<file path="src/rename_pkg.sv">
// rename package
// sizes, index types, port structs and ROB entry states shared by the
// register rename and retirement blocks

package rename_pkg;

	//----------------------------------------------------------------------
	// sizes
	//----------------------------------------------------------------------
	localparam int ARCH_REG_NUM  = 32;
	localparam int PREG_NUM      = 64;
	localparam int ROB_DEPTH_MAX = PREG_NUM - ARCH_REG_NUM; // free list can never run dry

	localparam int AREG_W    = $clog2(ARCH_REG_NUM);
	localparam int PREG_W    = $clog2(PREG_NUM);
	localparam int ROB_IDX_W = $clog2(ROB_DEPTH_MAX);

	typedef logic [AREG_W-1:0]    areg_idx_t;
	typedef logic [PREG_W-1:0]    preg_idx_t;
	typedef logic [ROB_IDX_W-1:0] rob_idx_t;   // smaller robs use the low bits

	// state of one rob slot
	typedef enum logic [1:0] {
		ROB_EMPTY,
		ROB_BUSY,  // dispatched, waiting on completion
		ROB_DONE   // completed, may retire once at head
	} rob_state_e;

	//----------------------------------------------------------------------
	// port structs
	//----------------------------------------------------------------------
	typedef struct packed {
		logic      valid;
		areg_idx_t dest_areg;
		areg_idx_t opa_areg;
		areg_idx_t opb_areg;
	} disp_req_t;

	typedef struct packed {
		logic      valid;     // request accepted this cycle
		preg_idx_t dest_preg; // Tnew
		preg_idx_t old_preg;  // Told
		preg_idx_t opa_preg;
		logic      opa_rdy;
		preg_idx_t opb_preg;
		logic      opb_rdy;
		rob_idx_t  rob_idx;
	} rename_rsp_t;

	typedef struct packed {
		logic      valid;
		preg_idx_t preg;
	} cdb_t;

	typedef struct packed {
		logic     valid;
		rob_idx_t rob_idx;
	} complete_t;

	typedef struct packed {
		logic      valid;
		areg_idx_t areg;
		preg_idx_t new_preg;
		preg_idx_t old_preg;  // goes back to the free list
	} retire_t;

endpackage : rename_pkg

</file>
<file path="src/map_table.sv">
// map table
// architectural to physical register map with one ready bit per physical
// register, combinational lookups with cdb bypass on the ready bits

module map_table (
	input                         clk,
	input                         rst_n_i,

	input  logic                  dispatch_fire_i,  // rename accepted this cycle
	input  rename_pkg::disp_req_t disp_req_i,
	input  rename_pkg::preg_idx_t new_preg_i,       // Tnew from free list
	input  rename_pkg::cdb_t      cdb_i,

	output rename_pkg::preg_idx_t opa_preg_o,
	output logic                  opa_rdy_o,
	output rename_pkg::preg_idx_t opb_preg_o,
	output logic                  opb_rdy_o,
	output rename_pkg::preg_idx_t old_preg_o        // Told to rob
);

	import rename_pkg::*;

	//----------------------------------------------------------------------
	// storage
	//----------------------------------------------------------------------
	preg_idx_t map_q [ARCH_REG_NUM];  // current speculative mapping
	logic      rdy_q [PREG_NUM];      // value present in preg

	//----------------------------------------------------------------------
	// lookups
	//----------------------------------------------------------------------
	// all reads see the map before this cycle's write, so a source that
	// equals its own dest still gets the old mapping
	assign opa_preg_o = map_q[disp_req_i.opa_areg];
	assign opb_preg_o = map_q[disp_req_i.opb_areg];
	assign old_preg_o = map_q[disp_req_i.dest_areg];

	// stored ready bit or a broadcast of the same tag this cycle
	assign opa_rdy_o = rdy_q[opa_preg_o] | (cdb_i.valid && (cdb_i.preg == opa_preg_o));
	assign opb_rdy_o = rdy_q[opb_preg_o] | (cdb_i.valid && (cdb_i.preg == opb_preg_o));

	//----------------------------------------------------------------------
	// map update
	//----------------------------------------------------------------------
	always_ff @(posedge clk) begin
		if (!rst_n_i) begin
			for (int i = 0; i < ARCH_REG_NUM; i++) begin
				map_q[i] <= preg_idx_t'(i);  // identity
			end
		end else if (dispatch_fire_i) begin
			map_q[disp_req_i.dest_areg] <= new_preg_i;
		end
	end

	//----------------------------------------------------------------------
	// ready bits
	//----------------------------------------------------------------------
	always_ff @(posedge clk) begin
		if (!rst_n_i) begin
			for (int i = 0; i < PREG_NUM; i++) begin
				rdy_q[i] <= 1'b1;
			end
		end else begin
			// wakeup
			if (cdb_i.valid) begin
				rdy_q[cdb_i.preg] <= 1'b1;
			end
			// new dest not yet written, placed last so the clear wins
			if (dispatch_fire_i) begin
				rdy_q[new_preg_i] <= 1'b0;
			end
		end
	end

endmodule : map_table

</file>
<file path="src/free_list.sv">
// free list
// circular FIFO of free physical register tags, popped on rename and
// pushed with the old tag of each retiring instruction

module free_list (
	input                         clk,
	input                         rst_n_i,

	input  logic                  pop_i,       // dispatch fire
	input  rename_pkg::retire_t   push_i,      // retirement from rob
	output rename_pkg::preg_idx_t head_preg_o  // next free tag
);

	import rename_pkg::*;

	localparam int PTR_W = $clog2(ROB_DEPTH_MAX);

	//----------------------------------------------------------------------
	// storage and pointers
	//----------------------------------------------------------------------
	preg_idx_t        fifo_q [ROB_DEPTH_MAX];
	logic [PTR_W-1:0] head_q;   // oldest free tag
	logic [PTR_W-1:0] tail_q;   // next write slot
	logic [PTR_W:0]   count_q;  // tags held, one extra bit for the full case

	logic push;

	assign push        = push_i.valid;
	assign head_preg_o = fifo_q[head_q];

	//----------------------------------------------------------------------
	// tag array
	//----------------------------------------------------------------------
	// reset loads tags ARCH_REG_NUM.. in order, so the array takes reset too
	always_ff @(posedge clk) begin
		if (!rst_n_i) begin
			for (int i = 0; i < ROB_DEPTH_MAX; i++) begin
				fifo_q[i] <= preg_idx_t'(ARCH_REG_NUM + i);
			end
		end else if (push) begin
			fifo_q[tail_q] <= push_i.old_preg;  // Told back in
		end
	end

	//----------------------------------------------------------------------
	// pointers and count
	//----------------------------------------------------------------------
	always_ff @(posedge clk) begin
		if (!rst_n_i) begin
			head_q  <= '0;
			tail_q  <= '0;  // wrapped, list starts full
			count_q <= (PTR_W+1)'(ROB_DEPTH_MAX);
		end else begin
			if (pop_i) begin
				head_q <= head_q + 1'b1;
			end
			if (push) begin
				tail_q <= tail_q + 1'b1;
			end
			// pop and push together leave the count alone
			case ({pop_i, push})
				2'b10:   count_q <= count_q - 1'b1;
				2'b01:   count_q <= count_q + 1'b1;
				default: count_q <= count_q;
			endcase
		end
	end

endmodule : free_list

</file>
<file path="src/rob.sv">
// reorder buffer
// allocates at the tail on dispatch, marks entries done on completion and
// retires the head in order, one per cycle, handing back Told

module rob #(
	parameter int ROB_DEPTH = 16  // power of two, 4 .. ROB_DEPTH_MAX
) (
	input                         clk,
	input                         rst_n_i,

	input  logic                  dispatch_fire_i,
	input  rename_pkg::areg_idx_t dest_areg_i,
	input  rename_pkg::preg_idx_t new_preg_i,   // Tnew
	input  rename_pkg::preg_idx_t old_preg_i,   // Told
	input  rename_pkg::complete_t complete_i,

	output rename_pkg::rob_idx_t  tail_idx_o,   // slot of the next dispatch
	output logic                  full_o,
	output rename_pkg::retire_t   retire_o
);

	import rename_pkg::*;

	localparam int PTR_W = $clog2(ROB_DEPTH);

	// depth must keep the free list from running dry
	if (ROB_DEPTH < 4 || ROB_DEPTH > ROB_DEPTH_MAX ||
		(ROB_DEPTH & (ROB_DEPTH - 1)) != 0) begin : g_bad_depth
		$error("rob: ROB_DEPTH %0d out of range", ROB_DEPTH);
	end

	// payload of one slot
	typedef struct packed {
		areg_idx_t areg;
		preg_idx_t new_preg;
		preg_idx_t old_preg;
	} rob_payload_t;

	//----------------------------------------------------------------------
	// storage and pointers
	//----------------------------------------------------------------------
	rob_state_e       state_q   [ROB_DEPTH];
	rob_payload_t     payload_q [ROB_DEPTH];
	logic [PTR_W-1:0] head_q;
	logic [PTR_W-1:0] tail_q;
	logic [PTR_W:0]   count_q;   // occupancy

	logic             retire;    // head done, leaves this cycle
	logic [PTR_W-1:0] cmp_idx;   // completed slot, low bits only

	assign cmp_idx = complete_i.rob_idx[PTR_W-1:0];
	assign retire  = (state_q[head_q] == ROB_DONE);

	//----------------------------------------------------------------------
	// outputs
	//----------------------------------------------------------------------
	assign full_o     = (count_q == (PTR_W+1)'(ROB_DEPTH));
	assign tail_idx_o = rob_idx_t'(tail_q);  // zero extended

	always_comb begin
		retire_o.valid    = retire;
		retire_o.areg     = payload_q[head_q].areg;
		retire_o.new_preg = payload_q[head_q].new_preg;
		retire_o.old_preg = payload_q[head_q].old_preg;
	end

	//----------------------------------------------------------------------
	// entry states
	//----------------------------------------------------------------------
	// completion only hits a busy slot, dispatch only an empty tail, and
	// retire only the done head, so the three writes never collide
	always_ff @(posedge clk) begin
		if (!rst_n_i) begin
			for (int i = 0; i < ROB_DEPTH; i++) begin
				state_q[i] <= ROB_EMPTY;
			end
		end else begin
			if (complete_i.valid) begin
				state_q[cmp_idx] <= ROB_DONE;
			end
			if (retire) begin
				state_q[head_q] <= ROB_EMPTY;  // free slot
			end
			if (dispatch_fire_i) begin
				state_q[tail_q] <= ROB_BUSY;
			end
		end
	end

	// payload, written on allocation
	always_ff @(posedge clk) begin
		if (dispatch_fire_i) begin
			payload_q[tail_q] <= '{areg: dest_areg_i, new_preg: new_preg_i,
			                       old_preg: old_preg_i};
		end
	end

	//----------------------------------------------------------------------
	// head, tail and count
	//----------------------------------------------------------------------
	always_ff @(posedge clk) begin
		if (!rst_n_i) begin
			head_q  <= '0;
			tail_q  <= '0;
			count_q <= '0;
		end else begin
			if (retire) begin
				head_q <= head_q + 1'b1;  // wraps, depth is a power of two
			end
			if (dispatch_fire_i) begin
				tail_q <= tail_q + 1'b1;
			end
			case ({dispatch_fire_i, retire})
				2'b10:   count_q <= count_q + 1'b1;
				2'b01:   count_q <= count_q - 1'b1;
				default: count_q <= count_q;  // both or neither
			endcase
		end
	end

endmodule : rob

</file>
<file path="src/rename_core.sv">
// rename core
// joins map table, free list and reorder buffer, forms the dispatch
// accept and stall, and builds the rename response

module rename_core #(
	parameter int ROB_DEPTH = 16
) (
	input                           clk,
	input                           rst_n_i,

	input  rename_pkg::disp_req_t   disp_req_i,
	input  rename_pkg::cdb_t        cdb_i,
	input  rename_pkg::complete_t   complete_i,

	output rename_pkg::rename_rsp_t rename_rsp_o,
	output rename_pkg::retire_t     retire_o,
	output logic                    stall_o
);

	import rename_pkg::*;

	//----------------------------------------------------------------------
	// internal signals
	//----------------------------------------------------------------------
	logic      dispatch_fire;  // request accepted, state moves at this edge
	preg_idx_t fl_head_preg;   // Tnew
	preg_idx_t mt_old_preg;    // Told
	preg_idx_t mt_opa_preg;
	preg_idx_t mt_opb_preg;
	logic      mt_opa_rdy;
	logic      mt_opb_rdy;
	rob_idx_t  rob_tail_idx;
	logic      rob_full;
	retire_t   rob_retire;

	//----------------------------------------------------------------------
	// dispatch control
	//----------------------------------------------------------------------
	// only a full rob stalls, free list depth covers every rob slot
	assign stall_o       = rob_full;
	assign dispatch_fire = disp_req_i.valid & ~rob_full;

	always_comb begin
		rename_rsp_o.valid     = dispatch_fire;
		rename_rsp_o.dest_preg = fl_head_preg;
		rename_rsp_o.old_preg  = mt_old_preg;
		rename_rsp_o.opa_preg  = mt_opa_preg;
		rename_rsp_o.opa_rdy   = mt_opa_rdy;
		rename_rsp_o.opb_preg  = mt_opb_preg;
		rename_rsp_o.opb_rdy   = mt_opb_rdy;
		rename_rsp_o.rob_idx   = rob_tail_idx;
	end

	assign retire_o = rob_retire;  // also feeds the free list push

	//----------------------------------------------------------------------
	// blocks
	//----------------------------------------------------------------------
	map_table map_table_i (
		.clk             (clk),
		.rst_n_i         (rst_n_i),
		.dispatch_fire_i (dispatch_fire),
		.disp_req_i      (disp_req_i),
		.new_preg_i      (fl_head_preg),
		.cdb_i           (cdb_i),
		.opa_preg_o      (mt_opa_preg),
		.opa_rdy_o       (mt_opa_rdy),
		.opb_preg_o      (mt_opb_preg),
		.opb_rdy_o       (mt_opb_rdy),
		.old_preg_o      (mt_old_preg)
	);

	free_list free_list_i (
		.clk         (clk),
		.rst_n_i     (rst_n_i),
		.pop_i       (dispatch_fire),
		.push_i      (rob_retire),    // Told of the retiring head
		.head_preg_o (fl_head_preg)
	);

	rob #(
		.ROB_DEPTH (ROB_DEPTH)
	) rob_i (
		.clk             (clk),
		.rst_n_i         (rst_n_i),
		.dispatch_fire_i (dispatch_fire),
		.dest_areg_i     (disp_req_i.dest_areg),
		.new_preg_i      (fl_head_preg),
		.old_preg_i      (mt_old_preg),
		.complete_i      (complete_i),
		.tail_idx_o      (rob_tail_idx),
		.full_o          (rob_full),
		.retire_o        (rob_retire)
	);

endmodule : rename_core

</file>
<file path="config.mk">
export PLATFORM = sky130hd
export DESIGN_NAME = rename_core
export DESIGN_NICKNAME = d
export VERILOG_FILES = /design/src/rename_pkg.sv /design/src/map_table.sv /design/src/free_list.sv /design/src/rob.sv /design/src/rename_core.sv
export SDC_FILE = /design/constraint.sdc
export NUM_CORES = 1
export LEC_CHECK = 0
export ABC_AREA = 1
export CAP_MARGIN = 20
export CORE_MARGIN = 3
export CORE_UTILIZATION = 40
export CTS_BUF_LIST = sky130_fd_sc_hd__clkbuf_2 sky130_fd_sc_hd__clkbuf_4 sky130_fd_sc_hd__clkbuf_8
export DETAILED_ROUTE_END_ITERATION = 16
export DONT_BUFFER_PORTS = 1
export MAX_ROUTING_LAYER = met4
export PLACE_DENSITY = 0.56
export SETUP_SLACK_MARGIN = 0.02
export SLEW_MARGIN = 10
export SYNTH_ARGS = -nofsm -noshare
export SYNTH_HDL_FRONTEND = slang
export SYNTH_SLANG_ARGS = --single-unit
export TNS_END_PERCENT = 10
</file>
<file path="constraint.sdc">
create_clock -name clk -period 4.6 [get_ports clk]
set_input_delay 0.23 -clock clk [delete_from_list [all_inputs] [get_ports clk]]
set_output_delay 0.23 -clock clk [all_outputs]
set_load 0.005 [all_outputs]
</file>
# After elaboration in Yosys (flattened, before gate mapping)
# Memories as Yosys holds them, arrays and structs flattened. A register that Yosys moved wholly into a read port is not among the register bits.
# Index checks and enable logic that the tools add are counted.
[op_classes] n_addsub=6 n_eq_ne=6 mux=42 n_bitwise=4 n_reduce_logical=10
[op_table] op="4-bit 2-to-1 mux" n=7
[op_table] op="6-bit 2-to-1 mux" n=4
[op_table] op="1-bit 2-to-1 mux" n=23
[op_table] op="5-bit 2-to-1 mux" n=4
[op_table] op="5-bit by 1-bit adder with 5-bit output (second input constant)" n=3
[op_table] op="6-bit == test" n=2
[op_table] op="6-bit OR reduction" n=2
[op_table] op="5-bit case mux with 2 select lines" n=1
[op_table] op="4-bit by 1-bit adder with 4-bit output (second input constant)" n=2
[op_table] op="2-bit 2-to-1 mux" n=3
[op_table] op="2-bit OR reduction" n=3
[op_table] op="5-bit == test (second input constant)" n=1
[op_table] op="5-bit by 1-bit subtractor with 5-bit output (second input constant)" n=1
[op_table] op="2-bit == test (second input constant)" n=2
[op_table] op="2-bit by 1-bit == test with 1-bit output (second input constant)" n=1
[op_table] op="1-bit logical AND" n=2
[op_table] op="1-bit bitwise OR" n=2
[op_table] op="2-bit nonzero test" n=1
[op_table] op="1-bit OR reduction" n=2
[op_table] op="1-bit AND" n=1
[op_table] op="1-bit NOT" n=1
[word_totals] register_bits=23 ramBits=752 in_bits=31 output_inout_bits=51 elab_cells=78 n_memories=5
[memory_table] memory="rob_i.payload_q" depth=16 word_bits=17 read_ports=1 rd_clocked_by_memory_dff=1 wr=1 line="rob.sv:43" rtl="rob_payload_t payload_q [ROB_DEPTH];"
[memory_table] memory="free_list_i.fifo_q" depth=32 word_bits=6 read_ports=1 rd_clocked_by_memory_dff=1 wr=32 line="free_list.sv:21" rtl="preg_idx_t fifo_q [ROB_DEPTH_MAX];"
[memory_table] memory="map_table_i.map_q" depth=32 word_bits=6 read_ports=3 rd_clocked_by_memory_dff=0 wr=32 line="map_table.sv:26" rtl="preg_idx_t map_q [ARCH_REG_NUM];"
[memory_table] memory="map_table_i.rdy_q" depth=64 word_bits=1 read_ports=2 rd_clocked_by_memory_dff=0 wr=64 line="map_table.sv:27" rtl="logic rdy_q [PREG_NUM];"
[memory_table] memory="rob_i.state_q" depth=16 word_bits=2 read_ports=1 rd_clocked_by_memory_dff=1 wr=16 line="rob.sv:42" rtl="rob_state_e state_q [ROB_DEPTH];"

# Longest topological paths before layout
[depth] ltp_word=8 depth_mapped=21 depth_no_buf=20

# Cells and area by module
# Synthesis repeated with hierarchy kept, for this count alone.
[hier_totals] cells_unflattened=4316 hier_area_um2=39024.9
[by_module_without_submodules] module="map_table" n_inst=1 cells_each=2115 area_each_um2=16071.7 seq_area_each_um2=7046.8
[by_module_without_submodules] module="rob" n_inst=1 cells_each=1145 area_each_um2=13285.2 seq_area_each_um2=9148.8
[by_module_without_submodules] module="free_list" n_inst=1 cells_each=1051 area_each_um2=9635.5 seq_area_each_um2=6065.8
[by_module_without_submodules] module="rename_core" n_inst=1 cells_each=5 area_each_um2=32.5 seq_area_each_um2=0.0

# Worst setup path after synthesis
# No wires, ideal clock.
[synth_path] path_type="register -> register" start="register with a tool-made name" end="register rob_i.count_q[4]" setup_ns=0.120 t_arrival_ns=2.553 required_ns=4.480 slack_ns=1.927 stages_incl_launch_ff=21 path_buffers=1 period_less_slack_ns=2.673 cell_sequence="dfxtp_1 clkbuf_1 o21ai_0 nand2_1 nand2_1 a21oi_1 o21ai_0 nand2_1 inv_2 ha_1 xor2_1 ha_1 a21o_1 nand2_1 nand2_1 a21oi_1 inv_1 o21ai_0 a21oi_1 o21ai_0 a21oi_1"
[synth_lines] item="end signal, assigned" line="rob.sv:114" rtl="2'b10: count_q <= count_q + 1'b1;"
[synth_lines] item="end signal, assigned" line="rob.sv:115" rtl="2'b01: count_q <= count_q - 1'b1;"
[synth_lines] item="end signal, assigned" line="rob.sv:116" rtl="default: count_q <= count_q;"
[synth_lines] item="end, declared" line="rob.sv:46" rtl="logic [PTR_W:0] count_q;"

==> flow_metrics.py <==
metrics = {
    "timing": {
        "rsz0062_at_grt": "false",
        "setup_tns_ps": 0,
        "hold_ws_ps": 84.25,
        "tightest_slew_ps": 1149,
        "fin_worst_skew_ps": 34.61,
        "clock.fmax_mhz": 253.1,
        "setup_viol": 0,
        "fin_crit_ps": 3951,
        "slew_headroom_pct": 22.80,
        "slew_viol_final": 0,
        "post-route-period-util_pct": 85.90,
        "fin_ws_ps": 648.7,
        "finalHoldViolations": 0,
    },
    "floorplanning": {
        "initial_core_util_pct": 40.74,
        "rows": 112,
        "ioPinCount": 82,
        "die_h_um": 315.7,
        "dieArea_um2": 99670,
        "core-area_um2": 94170,
        "fp.dieW_um": 315.7,
    },
    "synth": {
        "synth_most_common_cell": "nand2_1",
        "synth_area_leaders": "edfxtp_1 51%, dfxtp_1 6.7%, nand2_1 6.6%",
        "ys_seq_elements": 784,
        "synth_warnings": 0,
        "synth_cell_types": 47,
        "synth.cell_area_um2": 38370,
        "synth_nets": 4234,
        "syn_inst": 4186,
        "yosys-top-cells-count": "670 x nand2_1, 660 x nor2_1, 656 x edfxtp_1, 430 x o21ai_0, 367 x nand3_1",
        "synth-async-reset-ratio_pct": 0,
        "ys.flop_type": "edfxtp_1",
        "yosysSeqAreaShare_pct": 58.02,
        "synth_edf_count": 656,
        "synth_area_per_cell_um2": 9.166,
        "synth_top_area_cell": "edfxtp_1",
        "post-synth-top-area-fraction_pct": 51.34,
    },
    "critical_path": {
        "critPathArrivalTime_ps": 3720,
        "critPathMostFrequentCell": "nand2_1",
        "crit_path_max_incr_delay_ps": 1130,
        "criticalPathCategory": "in2out",
        "path_max_fanout": 19,
        "crit_slowest_cell": "dlygate4sd3_1",
        "cp-end-kind": "primary output",
        "crit_chain": "dlygate4sd3_1 -> inv_1 -> nand2_1 -> a21oi_1 -> nor4_1 -> nand2_1",
        "cp_num_buf_inv": 2,
        "required_ps": 4370,
        "cpLargestDelayFamily": "simple AND/OR/NAND/NOR gates",
        "start_kind": "input pin",
    },
    "routing": {
        "ant_nets": 0,
        "drc": 0,
        "drt-initial-drc-count": 3765,
        "via_count": 31881,
        "routedWlPerCell_um": 22.86,
        "vias_per_cell": 5.752,
        "dr.pass1.iters": 6,
        "routed_wl_mm": 126.7,
    },
    "global_routing": {
        "grt_max_degree": 136,
        "grt-ovfl-total": 0,
        "grt_pass1_vias": 30403,
        "antenna_found_initial": 5,
        "gr-usage-all-layers_pct": 25.87,
        "grt_pass1_wl_mm": 189.7,
    },
    "final_layout": {
        "fill_cells": 9140,
        "drive_above_1_share_pct": 9.314,
        "fin_area_um2": 42780,
        "area_delta_synth_final_pct": 11.50,
        "fin_nets": 4215,
    },
    "clocking": {
        "clock_latency_ps": 830,
        "clk_path_buf_depth": 3,
        "htree_levels": 4,
        "cts_tree": "built",
        "path_clk_slew_ps": 50,
        "root_buffer": "clkbuf_8",
        "cts_buffers": 140,
        "cts.sinks": 784,
        "post_cts_buffers": 0,
    },
    "flow_run": {
        "drv_cap": 0,
    },
    "placed_design": {
        "pre_cts_slack_ps": 868.4,
        "placed_cell_area_um2": 39520,
        "portBuffers": 0,
        "hpwl_mm": 77.44,
        "routabilityCongestion": 0.8987,
    },
    "run_status": {
        "run_status": "finished clean",
    },
    "min_path": {
        "hold_path.class": "in2reg",
    },
    "pwr": {
        "p_per_area_nw_per_um2": 461.5,
        "ir_drop_mv": 0.5012,
        "p_leak_nw": 14.93,
    },
}
[metrics by stage]
step                      utilization (%)  power [mW]  cells
after floorplan                         -       11.34   4186
after global placement              41.97       13.18   5242
after detailed placement            41.97       13.20   5242
after CTS                           45.38       19.85   5536
after global routing                45.43       20.67   5543
final                               45.43       19.74   5543
[final cells by class]
type / instances / area, µm² / share of cell area, %
Sequential cell: 784 / 22270 / 52.06
Multi-Input combinational cell: 2819 / 13860 / 32.41
Clock buffer: 212 / 2517 / 5.885
Tap cell: 1254 / 1569 / 3.668
Inverter: 304 / 1146 / 2.679
Timing Repair Buffer: 118 / 1071 / 2.504
Clock inverter: 47 / 329.1 / 0.7692
Antenna cell: 5 / 12.51 / 0.02925
[per-layer routing]
layer / up-vias / global-route usage, % / share of wire [%]
met5: - / - / 0
met4: 0 / 9.981 / 3.5
met3: 268 / 4.549 / 8.3
met2: 1504 / 40.03 / 46
met1: 15351 / 34.03 / 42
li1: 14758 / - / -
[where the power goes]
| group | leakage [nW] | total, mW | switching (mW) | internal [mW] |
|---|---|---|---|---|
| registers | 6.79 | 8.26 | 0.204 | 8.05 |
| clock network | 1.52 | 6.59 | 2.99 | 3.60 |
| logic | 6.61 | 4.90 | 3.81 | 1.09 |
[cell families (layout without fill, tap and decap cells)]
logic type | after synthesis | after routing | share of synthesized area (%)
compound gates | 1018 | 1018 | 16.04
xor+xnor | 7 | 7 | 0.1598
fa+ha+maj | 17 | 17 | 0.5544
buf+inv | 583 | 681 | 6.076
flops | 784 | 784 | 58.02
other cells | 1 | 6 | 0.009774
simple gates | 1776 | 1776 | 19.13
[path summary, 6_finish.rpt]
path / startpoint / end / slack [ps] / cells past startpoint
setup / recovery: disp_req_i[12] / rename_rsp_o[24] / 650 / 6
hold / removal: disp_req_i[14] / map_table_i.map_q[9][0]$_SDFFCE_PN1P_ / 80 / 4
setup reg to reg: register / free_list_i.fifo_q[28][0]$_SDFFCE_PN0P_ / 840 / 14
hold reg to reg: rob_i.count_q[4]$_SDFFE_PN0P_ / rob_i.count_q[4]$_SDFFE_PN0P_ / 450 / 1
[what timing repair did]
action / in CTS / in global routing
endpoints found under the setup margin: 0 / 0
hold buffers: 35 / 0
resized for setup: 0 / 0
endpoints found under the hold margin: 610 / 0
[registers in the layout (all words and copies together) (netlist names), named ones only]
signal / count
free_list_i.head_q: 5
map_table_i.map_q: 192
rob_i.head_q: 4
free_list_i.fifo_q: 192
rob_i.tail_q: 4
rob_i.state_q: 32
rob_i.payload_q: 272
rob_i.count_q: 5
map_table_i.rdy_q: 64
free_list_i.tail_q: 5
[placed cells by master (no fill, tap or decap), types with 4 or more instances in the layout]
| cell type | netlist | routed |
|---|---|---|
| xor2_1 | 7 | 7 |
| inv_1 | 279 | 274 |
| clkbuf_4 | 0 | 64 |
| clkbuf_8 | 0 | 148 |
| a221oi_1 | 5 | 5 |
| diode_2 | 0 | 5 |
| a22oi_1 | 92 | 92 |
| ha_1 | 17 | 17 |
| clkinv_1 | 13 | 29 |
| nor4_1 | 14 | 9 |
| o221ai_1 | 88 | 88 |
| nand2_2 | 4 | 4 |
| o211ai_1 | 70 | 70 |
| nor4_2 | 0 | 5 |
| o21ai_0 | 430 | 430 |
| a21oi_1 | 196 | 196 |
| clkinv_2 | 0 | 14 |
| nor2_2 | 11 | 27 |
| inv_2 | 11 | 16 |
| nand3_1 | 367 | 367 |
| dfxtp_1 | 128 | 124 |
| nand2_1 | 670 | 670 |
| o21ai_1 | 8 | 7 |
| edfxtp_1 | 656 | 656 |
| buf_4 | 11 | 76 |
| nor3_1 | 34 | 34 |
| nor2_1 | 660 | 642 |
| inv_6 | 0 | 5 |
| a32oi_1 | 4 | 4 |
| o22ai_1 | 48 | 48 |
| buf_12 | 0 | 5 |
| o2bb2ai_1 | 4 | 4 |
| a211oi_1 | 60 | 60 |
| dlygate4sd3_1 | 0 | 34 |
[worst register-to-register path, cell delays in order, from the launching register on]
cell	delay, ps
dfxtp_4	450
inv_4	390
nand3b_1	140
o211ai_1	110
nand3_1	150
o211ai_1	120
nand2_1	100
buf_4	180
inv_2	210
nand2_2	200
inv_2	170
nand2_1	400
nor2_1	460
inv_1	130
nand2_1	240
Power figures use the tool's default switching activity.
